--- src/logic/fpu_pkg.sv ---
// shared definitions of the bfloat16 FPU
// format widths, word types, opcodes, datapath structs and operand helpers
package fpu_pkg;

	////////////////////////////////////////////////////////////
	// format
	////////////////////////////////////////////////////////////

	localparam int FLOAT_DW   = 16;
	localparam int FLOAT_E_DW = 8;
	localparam int FLOAT_F_DW = 7;

	typedef logic [FLOAT_DW-1:0]   float_t;
	typedef logic [FLOAT_E_DW-1:0] exp_t;
	// one headroom bit for carries out of the exponent
	typedef logic [FLOAT_E_DW:0]   ext_exp_t;
	// hidden bit made explicit
	typedef logic [FLOAT_F_DW:0]   ext_frac_t;
	// hidden, fraction, guard, round, sticky
	typedef logic [FLOAT_F_DW+3:0] rnd_frac_t;

	localparam float_t FLOAT_QNAN = 16'h7FC0;
	localparam float_t FLOAT_PINF = 16'h7F80;

	////////////////////////////////////////////////////////////
	// control encodings
	////////////////////////////////////////////////////////////

	typedef enum logic [2:0]
	{
		FPU_IDLE = 3'd0,
		FPU_ADD  = 3'd1,
		FPU_SUB  = 3'd2,
		FPU_EQ   = 3'd3,
		FPU_LT   = 3'd4,
		FPU_LE   = 3'd5
	} fpu_opcode_e;

	typedef enum logic
	{
		FPU_RND_NEAREST = 1'b0,
		FPU_RND_TRUNC   = 1'b1
	} fpu_rnd_mode_e;

	typedef enum logic [1:0]
	{
		FPU_S_IDLE = 2'd0,
		FPU_S_WORK = 2'd1,
		FPU_S_DONE = 2'd2
	} fpu_state_e;

	////////////////////////////////////////////////////////////
	// datapath records
	////////////////////////////////////////////////////////////

	// unpacked operand, subnormals carry exponent 1 and hidden bit 0
	typedef struct packed
	{
		logic      sign;
		ext_exp_t  exp;
		ext_frac_t frac;
		logic      is_zero;
		logic      is_inf;
		logic      is_snan;
		logic      is_qnan;
	} fpu_operand_t;

	// result before rounding; special_val is final when is_special is set
	typedef struct packed
	{
		logic      sign;
		ext_exp_t  exp;
		rnd_frac_t frac;
		logic      is_special;
		logic      is_overflow;
		float_t    special_val;
	} fpu_prernd_t;

	function automatic fpu_operand_t split_operand(float_t w);
		fpu_operand_t op;
		exp_t e;
		logic [FLOAT_F_DW-1:0] f;
		logic e_zero;
		logic e_ones;
		e = w[FLOAT_DW-2 -: FLOAT_E_DW];
		f = w[FLOAT_F_DW-1:0];
		e_zero = (e == '0);
		e_ones = &e;
		op.sign    = w[FLOAT_DW-1];
		op.exp     = e_zero ? ext_exp_t'(1) : {1'b0, e};
		op.frac    = {~e_zero, f};
		op.is_zero = e_zero && (f == '0);
		op.is_inf  = e_ones && (f == '0);
		op.is_snan = e_ones && (f != '0) && !f[FLOAT_F_DW-1];
		op.is_qnan = e_ones && f[FLOAT_F_DW-1];
		return op;
	endfunction

	// magnitude only, sign ignored
	function automatic logic op1_gt_op2(fpu_operand_t a, fpu_operand_t b);
		return {a.exp, a.frac} > {b.exp, b.frac};
	endfunction

endpackage

--- src/logic/fpu_operand_unpack.sv ---
`timescale 1ns/1ps
// operand front end of the FPU
// classifies both operands and registers them with their magnitude order
module fpu_operand_unpack (
	input  logic                  clk,
	input  logic                  rst,
	input  fpu_pkg::float_t       op1_i,
	input  fpu_pkg::float_t       op2_i,
	output fpu_pkg::fpu_operand_t opa_o,
	output fpu_pkg::fpu_operand_t opb_o,
	output logic                  op1_gt_op2_o,
	output fpu_pkg::ext_exp_t     e_diff_o
);

	fpu_pkg::fpu_operand_t opa_next;
	fpu_pkg::fpu_operand_t opb_next;
	logic                  gt_next;
	fpu_pkg::ext_exp_t     e_diff_next;

	////////////////////////////////////////////////////////////
	// classification
	////////////////////////////////////////////////////////////

	always_comb
	begin
		opa_next = fpu_pkg::split_operand(op1_i);
		opb_next = fpu_pkg::split_operand(op2_i);
		gt_next  = fpu_pkg::op1_gt_op2(opa_next, opb_next);
		// always non-negative, larger minus smaller
		if (gt_next)
		begin
			e_diff_next = opa_next.exp - opb_next.exp;
		end
		else
		begin
			e_diff_next = opb_next.exp - opa_next.exp;
		end
	end

	////////////////////////////////////////////////////////////
	// registers, loaded every cycle
	////////////////////////////////////////////////////////////

	always_ff @(posedge clk)
	begin
		if (rst)
		begin
			opa_o        <= '0;
			opb_o        <= '0;
			op1_gt_op2_o <= 1'b0;
			e_diff_o     <= '0;
		end
		else
		begin
			opa_o        <= opa_next;
			opb_o        <= opb_next;
			op1_gt_op2_o <= gt_next;
			e_diff_o     <= e_diff_next;
		end
	end

endmodule

--- src/logic/fpu_addsub.sv ---
`timescale 1ns/1ps
// two-stage bfloat16 add/subtract that leaves the result unrounded for fpu_round
// stage 1 aligns the operands and stage 2 adds and normalizes
module fpu_addsub (
	input  logic                  clk,
	input  logic                  rst,
	input  logic                  start_i,
	input  logic                  is_sub_i,
	input  fpu_pkg::fpu_operand_t opa_i,
	input  fpu_pkg::fpu_operand_t opb_i,
	input  logic                  op1_gt_op2_i,
	input  fpu_pkg::ext_exp_t     e_diff_i,
	output fpu_pkg::fpu_prernd_t  res_o,
	output logic                  valid_o
);

	// stage 1 combinational
	logic              b_sign;
	logic              a_nan;
	logic              b_nan;
	logic              small_sign;
	fpu_pkg::ext_exp_t align_sh;
	logic [21:0]       align_wide;
	fpu_pkg::ext_frac_t small_frac;

	// stage 1 registers
	logic              s1_valid;
	logic              s1_sign;
	logic              s1_eff_sub;
	fpu_pkg::ext_exp_t s1_exp;
	fpu_pkg::rnd_frac_t s1_big;
	fpu_pkg::rnd_frac_t s1_small;
	logic              s1_special;
	fpu_pkg::float_t   s1_special_val;

	// stage 2 combinational
	logic [11:0]          sum;
	logic [3:0]           lz;
	fpu_pkg::ext_exp_t    norm_limit;
	fpu_pkg::ext_exp_t    norm_sh;
	fpu_pkg::fpu_prernd_t res_next;

	////////////////////////////////////////////////////////////
	// stage 1 alignment and special operands
	////////////////////////////////////////////////////////////

	always_comb
	begin
		b_sign     = opb_i.sign ^ is_sub_i;
		a_nan      = opa_i.is_snan | opa_i.is_qnan;
		b_nan      = opb_i.is_snan | opb_i.is_qnan;
		small_sign = op1_gt_op2_i ? b_sign : opa_i.sign;
		small_frac = op1_gt_op2_i ? opb_i.frac : opa_i.frac;
		// from 14 on the whole smaller fraction sits in sticky
		align_sh   = (e_diff_i > 9'd14) ? 9'd14 : e_diff_i;
		align_wide = {small_frac, 14'b0} >> align_sh;
	end

	always_ff @(posedge clk)
	begin
		s1_sign    <= op1_gt_op2_i ? opa_i.sign : b_sign;
		s1_exp     <= op1_gt_op2_i ? opa_i.exp : opb_i.exp;
		s1_big     <= {(op1_gt_op2_i ? opa_i.frac : opb_i.frac), 3'b000};
		s1_small   <= {align_wide[21:12], |align_wide[11:0]};
		s1_eff_sub <= (op1_gt_op2_i ? opa_i.sign : b_sign) ^ small_sign;
		s1_special <= a_nan | b_nan | opa_i.is_inf | opb_i.is_inf;
		if (a_nan || b_nan)
		begin
			s1_special_val <= fpu_pkg::FLOAT_QNAN;
		end
		else if (opa_i.is_inf && opb_i.is_inf && (opa_i.sign != b_sign))
		begin
			s1_special_val <= fpu_pkg::FLOAT_QNAN;
		end
		else if (opa_i.is_inf)
		begin
			s1_special_val <= {opa_i.sign, fpu_pkg::FLOAT_PINF[14:0]};
		end
		else
		begin
			s1_special_val <= {b_sign, fpu_pkg::FLOAT_PINF[14:0]};
		end
	end

	////////////////////////////////////////////////////////////
	// stage 2 magnitude add and normalization
	////////////////////////////////////////////////////////////

	always_comb
	begin
		// big is never smaller than small so the difference stays non-negative
		if (s1_eff_sub)
		begin
			sum = {1'b0, s1_big} - {1'b0, s1_small};
		end
		else
		begin
			sum = {1'b0, s1_big} + {1'b0, s1_small};
		end
		lz = 4'd11;
		for (int i = 0; i < 11; i++)
		begin
			if (sum[i])
			begin
				lz = 4'(10 - i);
			end
		end
		norm_limit = s1_exp - 9'd1;
		norm_sh    = ({5'b0, lz} > norm_limit) ? norm_limit : {5'b0, lz};

		res_next             = '0;
		res_next.sign        = s1_sign;
		res_next.is_special  = s1_special;
		res_next.special_val = s1_special_val;
		if (sum == '0)
		begin
			// exact cancellation is +0
			res_next.sign = s1_sign & ~s1_eff_sub;
			res_next.exp  = 9'd1;
			res_next.frac = '0;
		end
		else if (sum[11])
		begin
			res_next.exp  = s1_exp + 9'd1;
			res_next.frac = {sum[11:2], |sum[1:0]};
		end
		else
		begin
			// stop at exponent 1 and leave a subnormal
			res_next.exp  = s1_exp - norm_sh;
			res_next.frac = sum[10:0] << norm_sh;
		end
		res_next.is_overflow = (res_next.exp >= 9'd255);
	end

	always_ff @(posedge clk)
	begin
		res_o <= res_next;
	end

	// handshake of both stages
	always_ff @(posedge clk)
	begin
		if (rst)
		begin
			s1_valid <= 1'b0;
			valid_o  <= 1'b0;
		end
		else
		begin
			s1_valid <= start_i;
			valid_o  <= s1_valid;
		end
	end

	// each item leaves the pipe exactly two cycles after entering
	a_two_stage_latency: assert property (@(posedge clk) disable iff (rst)
		valid_o == $past(start_i, 2));

endmodule

--- src/logic/fpu_cmp.sv ---
`timescale 1ns/1ps
// IEEE compare unit: equal, less-than, less-or-equal
// one cycle from start to a registered result
module fpu_cmp (
	input  logic                  clk,
	input  logic                  rst,
	input  logic                  start_i,
	input  fpu_pkg::fpu_opcode_e  opcode_i,
	input  fpu_pkg::fpu_operand_t opa_i,
	input  fpu_pkg::fpu_operand_t opb_i,
	output logic                  cmp_o,
	output logic                  valid_o
);

	logic any_nan;
	logic both_zero;
	logic is_eq;
	logic is_lt;
	logic cmp_next;

	always_comb
	begin
		any_nan   = opa_i.is_snan | opa_i.is_qnan | opb_i.is_snan | opb_i.is_qnan;
		// +0 and -0 are the same value
		both_zero = opa_i.is_zero & opb_i.is_zero;
		is_eq     = !any_nan && (both_zero || (opa_i == opb_i));
		if (any_nan || both_zero)
		begin
			is_lt = 1'b0;
		end
		else if (opa_i.sign != opb_i.sign)
		begin
			is_lt = opa_i.sign;
		end
		else if (opa_i.sign)
		begin
			is_lt = fpu_pkg::op1_gt_op2(opa_i, opb_i);
		end
		else
		begin
			is_lt = fpu_pkg::op1_gt_op2(opb_i, opa_i);
		end
		case (opcode_i)
			fpu_pkg::FPU_EQ: cmp_next = is_eq;
			fpu_pkg::FPU_LT: cmp_next = is_lt;
			fpu_pkg::FPU_LE: cmp_next = is_lt | is_eq;
			default:         cmp_next = 1'b0;
		endcase
	end

	always_ff @(posedge clk)
	begin
		cmp_o <= cmp_next;
	end

	always_ff @(posedge clk)
	begin
		if (rst)
		begin
			valid_o <= 1'b0;
		end
		else
		begin
			valid_o <= start_i;
		end
	end

endmodule

--- src/logic/fpu_round.sv ---
`timescale 1ns/1ps
// rounding and packing of an add/sub result into a bfloat16 word
// purely combinational, nearest-even or truncate
module fpu_round (
	input  fpu_pkg::fpu_prernd_t   prernd_i,
	input  fpu_pkg::fpu_rnd_mode_e rnd_mode_i,
	output fpu_pkg::float_t        result_o
);

	logic               lsb;
	logic               inc;
	logic [8:0]         mant_inc;
	fpu_pkg::ext_frac_t mant;
	fpu_pkg::ext_exp_t  exp_r;
	fpu_pkg::exp_t      exp_field;
	logic               ovf;

	always_comb
	begin
		// frac layout: [10:3] mantissa, [2] guard, [1] round, [0] sticky
		lsb      = prernd_i.frac[3];
		inc      = (rnd_mode_i == fpu_pkg::FPU_RND_NEAREST) & prernd_i.frac[2]
			& (prernd_i.frac[1] | prernd_i.frac[0] | lsb);
		mant_inc = {1'b0, prernd_i.frac[10:3]} + 9'(inc);

		// mantissa overflow from rounding bumps the exponent
		if (mant_inc[8])
		begin
			mant  = mant_inc[8:1];
			exp_r = prernd_i.exp + 9'd1;
		end
		else
		begin
			mant  = mant_inc[7:0];
			exp_r = prernd_i.exp;
		end

		ovf = prernd_i.is_overflow | (exp_r >= 9'd255);
		// no hidden bit means subnormal, exponent field 0
		exp_field = mant[7] ? exp_r[7:0] : '0;

		if (prernd_i.is_special)
		begin
			result_o = prernd_i.special_val;
		end
		else if (ovf && (rnd_mode_i == fpu_pkg::FPU_RND_NEAREST))
		begin
			result_o = {prernd_i.sign, fpu_pkg::FLOAT_PINF[14:0]};
		end
		else if (ovf)
		begin
			// largest finite magnitude
			result_o = {prernd_i.sign, 15'(fpu_pkg::FLOAT_PINF[14:0] - 15'd1)};
		end
		else
		begin
			result_o = {prernd_i.sign, exp_field, mant[6:0]};
		end
	end

endmodule

--- src/logic/fpu_top.sv ---
`timescale 1ns/1ps
// bfloat16 FPU for a processor pipeline: control FSM, decode, result registers
// one operation in flight, the result holds until padv_i
module fpu_top (
	input  logic                   clk,
	input  logic                   rst,
	input  logic                   flush_i,
	input  logic                   padv_i,
	input  fpu_pkg::fpu_opcode_e   opcode_i,
	input  fpu_pkg::fpu_rnd_mode_e rnd_mode_i,
	input  fpu_pkg::float_t        op1_i,
	input  fpu_pkg::float_t        op2_i,
	output fpu_pkg::float_t        result_o,
	output logic                   result_valid_o,
	output logic                   ready_o
);

	fpu_pkg::fpu_state_e    state, state_next;
	fpu_pkg::fpu_opcode_e   opcode_r, opcode_next;
	fpu_pkg::fpu_rnd_mode_e rnd_mode_r, rnd_mode_next;
	logic                   addsub_start_r, addsub_start_next;
	logic                   cmp_start_r, cmp_start_next;
	fpu_pkg::float_t        result_next;
	logic                   result_valid_next;

	logic is_addsub_op;
	logic is_cmp_op;
	logic sel_addsub;

	// unit connections
	fpu_pkg::fpu_operand_t opa;
	fpu_pkg::fpu_operand_t opb;
	logic                  op1_gt_op2;
	fpu_pkg::ext_exp_t     e_diff;
	fpu_pkg::fpu_prernd_t  addsub_res;
	logic                  addsub_valid;
	logic                  cmp_res;
	logic                  cmp_valid;
	fpu_pkg::float_t       rnd_res;
	fpu_pkg::float_t       sel_res;
	logic                  sel_valid;

	////////////////////////////////////////////////////////////
	// control FSM
	////////////////////////////////////////////////////////////

	always_ff @(posedge clk)
	begin
		if (rst)
		begin
			state          <= fpu_pkg::FPU_S_IDLE;
			opcode_r       <= fpu_pkg::FPU_IDLE;
			rnd_mode_r     <= fpu_pkg::FPU_RND_NEAREST;
			addsub_start_r <= 1'b0;
			cmp_start_r    <= 1'b0;
			result_o       <= '0;
			result_valid_o <= 1'b0;
		end
		else
		begin
			state          <= state_next;
			opcode_r       <= opcode_next;
			rnd_mode_r     <= rnd_mode_next;
			addsub_start_r <= addsub_start_next;
			cmp_start_r    <= cmp_start_next;
			result_o       <= result_next;
			result_valid_o <= result_valid_next;
		end
	end

	always_comb
	begin
		is_addsub_op = (opcode_i == fpu_pkg::FPU_ADD) || (opcode_i == fpu_pkg::FPU_SUB);
		is_cmp_op    = (opcode_i == fpu_pkg::FPU_EQ) || (opcode_i == fpu_pkg::FPU_LT)
			|| (opcode_i == fpu_pkg::FPU_LE);
		sel_addsub   = (opcode_r == fpu_pkg::FPU_ADD) || (opcode_r == fpu_pkg::FPU_SUB);
		// compare result is zero-extended
		sel_res      = sel_addsub ? rnd_res : {15'b0, cmp_res};
		sel_valid    = sel_addsub ? addsub_valid : cmp_valid;

		state_next        = state;
		opcode_next       = opcode_r;
		rnd_mode_next     = rnd_mode_r;
		addsub_start_next = 1'b0;
		cmp_start_next    = 1'b0;
		result_next       = result_o;
		result_valid_next = result_valid_o;

		case (state)
			fpu_pkg::FPU_S_IDLE:
			begin
				// flush only cancels an operation on its accepting edge
				if (!flush_i && (is_addsub_op || is_cmp_op))
				begin
					state_next        = fpu_pkg::FPU_S_WORK;
					opcode_next       = opcode_i;
					rnd_mode_next     = rnd_mode_i;
					addsub_start_next = is_addsub_op;
					cmp_start_next    = is_cmp_op;
				end
			end
			fpu_pkg::FPU_S_WORK:
			begin
				if (sel_valid)
				begin
					result_next       = sel_res;
					result_valid_next = 1'b1;
					state_next        = fpu_pkg::FPU_S_DONE;
				end
			end
			fpu_pkg::FPU_S_DONE:
			begin
				if (padv_i)
				begin
					result_valid_next = 1'b0;
					state_next        = fpu_pkg::FPU_S_IDLE;
				end
			end
			default:
			begin
				state_next = fpu_pkg::FPU_S_IDLE;
			end
		endcase
	end

	assign ready_o = (opcode_i == fpu_pkg::FPU_IDLE) | result_valid_o;

	////////////////////////////////////////////////////////////
	// units
	////////////////////////////////////////////////////////////

	fpu_operand_unpack unpack0 (
		.clk          (clk),
		.rst          (rst),
		.op1_i        (op1_i),
		.op2_i        (op2_i),
		.opa_o        (opa),
		.opb_o        (opb),
		.op1_gt_op2_o (op1_gt_op2),
		.e_diff_o     (e_diff)
	);

	fpu_addsub addsub0 (
		.clk          (clk),
		.rst          (rst),
		.start_i      (addsub_start_r),
		.is_sub_i     (opcode_r == fpu_pkg::FPU_SUB),
		.opa_i        (opa),
		.opb_i        (opb),
		.op1_gt_op2_i (op1_gt_op2),
		.e_diff_i     (e_diff),
		.res_o        (addsub_res),
		.valid_o      (addsub_valid)
	);

	fpu_cmp cmp0 (
		.clk      (clk),
		.rst      (rst),
		.start_i  (cmp_start_r),
		.opcode_i (opcode_r),
		.opa_i    (opa),
		.opb_i    (opb),
		.cmp_o    (cmp_res),
		.valid_o  (cmp_valid)
	);

	fpu_round round0 (
		.prernd_i   (addsub_res),
		.rnd_mode_i (rnd_mode_r),
		.result_o   (rnd_res)
	);

	// held result under back-pressure
	a_done_hold: assert property (@(posedge clk) disable iff (rst)
		(state == fpu_pkg::FPU_S_DONE && !padv_i)
		|=> ($stable(result_o) && $stable(result_valid_o)));

	a_one_start: assert property (@(posedge clk) disable iff (rst)
		$onehot0({addsub_start_r, cmp_start_r}));

endmodule

--- config.mk ---
export PLATFORM = sky130hd
export DESIGN_NAME = fpu_top
export DESIGN_NICKNAME = d
export VERILOG_FILES = /design/src/logic/fpu_pkg.sv /design/src/logic/fpu_operand_unpack.sv /design/src/logic/fpu_addsub.sv /design/src/logic/fpu_cmp.sv /design/src/logic/fpu_round.sv /design/src/logic/fpu_top.sv
export SDC_FILE = /design/constraint.sdc
export NUM_CORES = 1
export LEC_CHECK = 0
export BUFFER_PORTS_ARGS = -buffer_cell sky130_fd_sc_hd__buf_4
export CAP_MARGIN = 25
export CORE_MARGIN = 4
export CORE_UTILIZATION = 62
export DETAILED_ROUTE_END_ITERATION = 8
export PLACE_DENSITY = 0.81
export SYNTH_ARGS = -nofsm -noshare
export SYNTH_HDL_FRONTEND = slang
export SYNTH_HIERARCHICAL = 1
export SYNTH_SLANG_ARGS = --single-unit
--- constraint.sdc ---
create_clock -name clk -period 6.95 [get_ports clk]
set_input_delay 0.695 -clock clk [delete_from_list [all_inputs] [get_ports clk]]
set_output_delay 0.695 -clock clk [all_outputs]
set_load 0.005 [all_outputs]
==> reports/metrics.csv, run 1 <==
metric;value;unit
Hold Violations, Final;0;
die area;17890;µm²
crit-path max cell delay;0.58;ns
worst path required time;7.22;ns
crit-path max FO;14;
Via density;5.966;
Clock Skew;0.009042;ns
Seq/Total Area, Yosys;28.37;%
Clock Path Buffers;2;
Min-Delay Path Class;reg -> reg;
synth unique cells;103;
worst setup path class;reg -> reg;
fraction of layout cells with a size suffix above 1;17.01;%
synth warn;6;
design area;10880;µm²
P per Cell Area;305.8;nW/µm²
CTS root buf;clkbuf_16;
initial detailed-routing violation count;700;
nets;1307;
worst vdd rail ir drop;0.1863;mV
largest net degree at the start of global routing;77;
grt ovf;0;
antenna-violating nets left;0;
initial antenna violation count;0;
Synth Register Bits;139;
vias in the first global route;7952;
Lkg Pwr;4.797;nW
clk sink count;139;
arrival time worst endpoint;6.77;ns
Worst-path clk slew;0.06;ns
Skew-Pair Late Insertion Delay;0.42;ns
placed wire-length estimate;17530;µm
Post-synth top flop;dfxtp_1;
critical path's top delay family;simple AND/OR/NAND/NOR gates;
# IOs;58;
Tot Pwr;3.328;mW
Worst setup SP type;flip-flop;
P&R area growth vs syn;10.99;%
max_cap viols;0;
CTS tree;done;
Die Ht;133.8;µm
commonest non-fill, non-tap cells in the layout;dfxtp_1, inv_1, nor2_1;
via count;8412;
ys async rst share;0;%
Chip Width;133.8;µm
total CTS buffers;17;
most used cell, CP;inv_1;
Initial Util;63.80;%
WL final;23040;µm
Crit. End Element;flip-flop;
Cell Area, Synth;9807;µm²
fmax;0.1538;GHz
outcome;finished clean;
hold slack;0.3287;ns
routed length per placed instance;16.34;µm
buffers and inverters on the worst path;6;
most common cell after layout, fill and taps aside;dfxtp_1;
fin crit share;93.53;%
min Tclk post-route;6.500;ns
fin. max-slew vios;0;
Inserted Diodes;0;
dpl cell area;10240;µm²
Synth Instances;1158;
drt pass-1 iters;7;
global-route wire length before repair;37990;µm
H-Tree Depth;4;
EDFF count, synth;0;
std cell rows;45;
Slowest-stage cell, CP;or4_4;
DR DRC count;0;
mean post-synth cell area;8.469;µm²
hold_buf cts;0;
Tot GR Track Use;25.68;%
core area;15370;µm²
Final setup viols;0;
Port Buf Inserts;57;
GPL Wtd Cong;0.9968;
Slew headroom;33.69;%
transition time at the pin with the least slew margin;0.9873;ns
## logic make-up after synthesis
group	after synthesis	synth area share, %
AO/OA/AOI/OAI	270	20.23
other	3	0.1148
buffers and inverters	171	7.936
adder cells (fa/ha/maj)	81	10.64
XOR/XNOR	34	3.037
flip-flops	139	28.37
multiplexers	73	8.267
AND/OR/NAND/NOR	387	21.40
## synthesized netlist by cell type, types with 30 or more instances
library cell    n  area (µm²)
mux2_2         33       371.6
mux2i_1        36       360.4
nor2_1         91       341.6
nand2_1        89       334.1
ha_1           77       963.4
clkbuf_1       36       135.1
inv_1          94       352.8
dfxtp_1       139        2783
a21oi_1        60       300.3
nor3_1         35       175.2
o21ai_0        30       150.1
## routing by layer
metal,up-vias,GRT usage (%),routed length [µm]
li1,4183,-,-
met1,3923,34.09,10460
met2,262,41.86,10790
met3,44,3.890,1131
met4,0,10.46,658
met5,-,0,0
## report_power, final
part / switching (mW) / internal, mW
Clock: 0.384 / 0.524
Combinational: 0.778 / 0.610
Sequential: 0.118 / 0.914
Total: 1.28 / 2.05
## through the flow
step | cells | worst slack (ns) | setup TNS (ns) | util (%)
floorplan | 1171 | 0.8728 | 0 | -
global placement | 1377 | 0.5913 | 0 | 66.63
detailed placement | 1377 | 0.3670 | 0 | 66.63
CTS | 1409 | 0.2974 | 0 | 70.60
global route | 1410 | -0.02342 | -0.02342 | 70.81
finish | 1410 | 0.4497 | 0 | 70.81
## final timing paths
| check | from | end | slack (ns) | cells after the start |
|---|---|---|---|---|
| worst max register to register | addsub0/s1_big[3] | addsub0/res_o[16] | 0.45 | 31 |
| worst max-delay path | addsub0/s1_big[3] | addsub0/res_o[16] | 0.45 | 31 |
| worst min-delay path | addsub0/s1_special_val[15] | addsub0/res_o[15] | 0.33 | 0 |
| worst min register to register | addsub0/s1_special_val[15] | addsub0/res_o[15] | 0.33 | 0 |
## area by class of cell
cell class / instances / area [µm²]
Sequential cell: 139 / 2783
Fill cell: 1200 / 4487
Inverter: 96 / 360.3
Multi-Input combinational cell: 861 / 6334
Tap cell: 211 / 264.0
Clock buffer: 18 / 439.2
Timing Repair Buffer: 71 / 533.0
Clock inverter: 14 / 171.4
## state kept, by name (all words and copies together) (netlist names), 2 cells and up
register / flops
addsub0/s1_exp: 9
addsub0/s1_big: 8
unpack0/opb_o: 21
opcode_r: 3
unpack0/e_diff_o: 9
addsub0/s1_special_val: 2
state: 2
addsub0/s1_small: 11
result_o: 16
unpack0/opa_o: 21
addsub0/res_o: 25
## what timing repair did
action                                 CTS  global route
endpoints found under the hold margin    0             0
setup buffers                            0             1
resized for setup                        0             6
setup endpoints to repair                0             3
Note: power is estimated with default switching activity, not from simulation.
==> run 2, diff against run 1 <==
Settings changed: ABC_AREA set to 1, CORE_UTILIZATION 62 to 63, PLACE_DENSITY 0.81 to 0.82.
==> run 2 against run 1 <==
Hold slack worse by 0.0043 ns. Clock skew up 0.0018 ns. Core utilization down 0.58 points. First-iteration DRC count up 4.9%. Combinational power up 6%. Maximum frequency up 6.1%. Sequential power about the same. Synthesized area up 4.0%. Critical path type unchanged.
==> reports/metrics.csv, run 2 <==
metric;value;unit
drt pass-1 iters;6;
Cell Area, Synth;10200;µm²
DR DRC count;0;
std cell rows;46;
Die Ht;135.3;µm
r2r startpoint;addsub0/s1_small[6];
commonest cells in the netlist;nand2_1, inv_1, nor2_1;
multi-input logic area;6076;µm²
vias in the first global route;8652;
initial detailed-routing violation count;734;
Tot GR Track Use;25.63;%
worst setup path class;reg -> reg;
Clock Skew;0.01082;ns
storage element area;2783;µm²
GPL Wtd Cong;0.9884;
CTS tree;done;
ys async rst share;0;%
largest cells by area after synthesis;dfxtp_1, nand2_1, ha_1;
synth warn;6;
top-count cell post-synth;nand2_1;
largest family of logic cells by synthesized area;simple AND/OR/NAND/NOR gates;
mean post-synth cell area;6.553;µm²
# IOs;58;
final setup TNS;0;ns
min Tclk post-route;6.128;ns
post-synthesis xor/xnor area fraction;2.551;%
Worst Hold Path EP;addsub0/res_o[17];
Worst-path clk slew;0.07;ns
fraction of layout cells with a size suffix above 1;12.72;%
Inserted Diodes;0;
synth unique cells;55;
via count;9352;
Largest register FFs;25;
WL final;22940;µm
Port Buf Inserts;57;
P per Cell Area;304.6;nW/µm²
placed cell count;1780;
initial antenna violation count;0;
fin. max-slew vios;0;
post-synth top area share;27.27;%
Synth Register Bits;139;
routed length per placed instance;12.66;µm
Worst R2R Setup Slack;0.82;ns
H-Tree Depth;4;
Simple-Gate Fraction of Synth Area;36.75;%
critical path's top delay family;simple AND/OR/NAND/NOR gates;
Slew headroom;55.28;%
global-route wire length before repair;38580;µm
total CTS buffers;17;
transition time at the pin with the least slew margin;0.6683;ns
Hold Violations, Final;0;
fin crit share;88.17;%
mux share of post-synthesis cell area;0.9933;%
worst path required time;7.26;ns
Synth Instances;1557;
Clock Path Buffers;2;
EDFF count, synth;0;
arrival time worst endpoint;6.44;ns
buffers and inverters on the worst path;7;
post-CTS sizing;0;
core area;15890;µm²
CTS root buf;clkbuf_16;
max_cap viols;0;
Via density;5.161;
setup bufs post-CTS;0;
crit-path max cell delay;0.40;ns
antenna-violating nets left;0;
worst hold stages;0;
fmax;0.1632;GHz
Min-Delay Startpoint;addsub0/s1_special;
hold_buf cts;0;
clk sink count;139;
Non-Filler Instances;1812;
Layout fillers;1364;
adder-cell share of the synthesized area;10.23;%
Regs by FF count;addsub0/res_o x25, unpack0/opa_o x21, unpack0/opb_o x21;
Slowest-stage cell, CP;ha_1;
Min-Delay Path Class;reg -> reg;
die area;18300;µm²
worst reg2reg path endpoint;addsub0/res_o[16];
Crit. End Element;flip-flop;
Initial Util;64.23;%
final worst slack;0.8223;ns
worst vdd rail ir drop;0.1974;mV
nets;1704;
DP Worst Slack;0.9679;ns
crit-path max FO;13;
RSZ-0062 raised after global routing;no;
largest area contributor in the netlist;dfxtp_1;
outcome;finished clean;
Lkg Pwr;5.919;nW
grt ovf;0;
Skew-Pair Late Insertion Delay;0.43;ns
dpl cell area;10550;µm²
Chip Width;135.3;µm
Seq/Total Area, Yosys;27.27;%
Compound-Gate Fraction of Synth Area;8.437;%
design area;11160;µm²
Final setup viols;0;
reg2reg path depth;42;
Post-synth top flop;dfxtp_1;
largest net degree at the start of global routing;48;
placed wire-length estimate;17830;µm
commonest non-fill, non-tap cells in the layout;nand2_1, inv_1, nor2_1;
P&R area growth vs syn;9.332;%
Reg with most FFs;addsub0/res_o;
Worst setup SP type;flip-flop;
most common cell after layout, fill and taps aside;nand2_1;
most used cell, CP;nand2_1;
==> run 2: changes by cell type after synthesis, moves of 21 or more <==
cell / change
nand2_1: +304
inv_1: +151
nand3_1: +102
nor2_1: +88
mux2i_1: -36
nand2_2: +31
mux2_2: -24
nor2b_1: -21
==> run 2: power breakdown <==
part / internal (mW) / total (mW) / switching (mW)
registers: 0.921 / 1.01 / 0.0930
clock network: 0.523 / 0.911 / 0.388
logic: 0.534 / 1.47 / 0.938
==> run 2: worst max-delay path by stage <==
stage	startpoint	to	slack [ns]	cells after the start
2_1_floorplan	addsub0/s1_big[3]	addsub0/res_o[16]	1.73	44
3_3_place_gp	addsub0/s1_small[6]	addsub0/res_o[16]	1.19	42
3_5_place_dp	addsub0/s1_small[6]	addsub0/res_o[16]	0.97	42
4_1_cts	addsub0/s1_small[6]	addsub0/res_o[16]	0.88	42
5_1_grt	addsub0/s1_small[3]	addsub0/res_o[16]	0.24	43
6_report	addsub0/s1_small[6]	addsub0/res_o[16]	0.82	42
==> run 2: cell type report <==
type / count / share of cell area, %
clock inverters: 14 / 1.503
repair buffers: 58 / 3.903
well taps: 216 / 2.423
clock buffers: 18 / 3.937
flip-flops and latches: 139 / 24.94
inverters: 262 / 8.827
multi-input cells: 1105 / 54.46
==> run 2: cell families (layout without fill, tap and decap cells) <==
family | count (synthesis) | count (layout)
DFF | 139 | 139
muxes | 9 | 9
and+or+nand+nor | 823 | 823
AOI/OAI and AO/OA | 148 | 148
xor gates and xnor gates | 28 | 28
other | 3 | 16
adders and majority gates | 81 | 81
buffers and inverters | 326 | 352
==> run 2: worst reg2reg max path, delay by kind of cell (launching register included) <==
| family | cells | cell delay [ns] |
|---|---|---|
| AOI/OAI and AO/OA | 4 | 0.55 |
| buffers and inverters | 7 | 0.64 |
| adders and majority gates | 4 | 1.21 |
| and+or+nand+nor | 25 | 2.99 |
| DFF | 1 | 0.33 |
| xor gates and xnor gates | 2 | 0.31 |
==> run 2: per-layer routing <==
layer	track usage [%]	wire length, µm	vias up
met2	42.73	10700	244
li1	-	-	4875
met4	8.791	518	0
met3	4.235	1078	36
met5	0	0	-
met1	33.77	10650	4197
==> run 2: through the flow <==
stage	hold slack (ns)	util (%)	total power, mW
floorplan	0.3096	-	2.190
global placement	0.3106	66.41	2.446
detailed placement	0.3143	66.41	2.469
CTS	0.3272	70.23	3.401
global route	0.3331	70.23	3.680
finish	0.3244	70.23	3.397
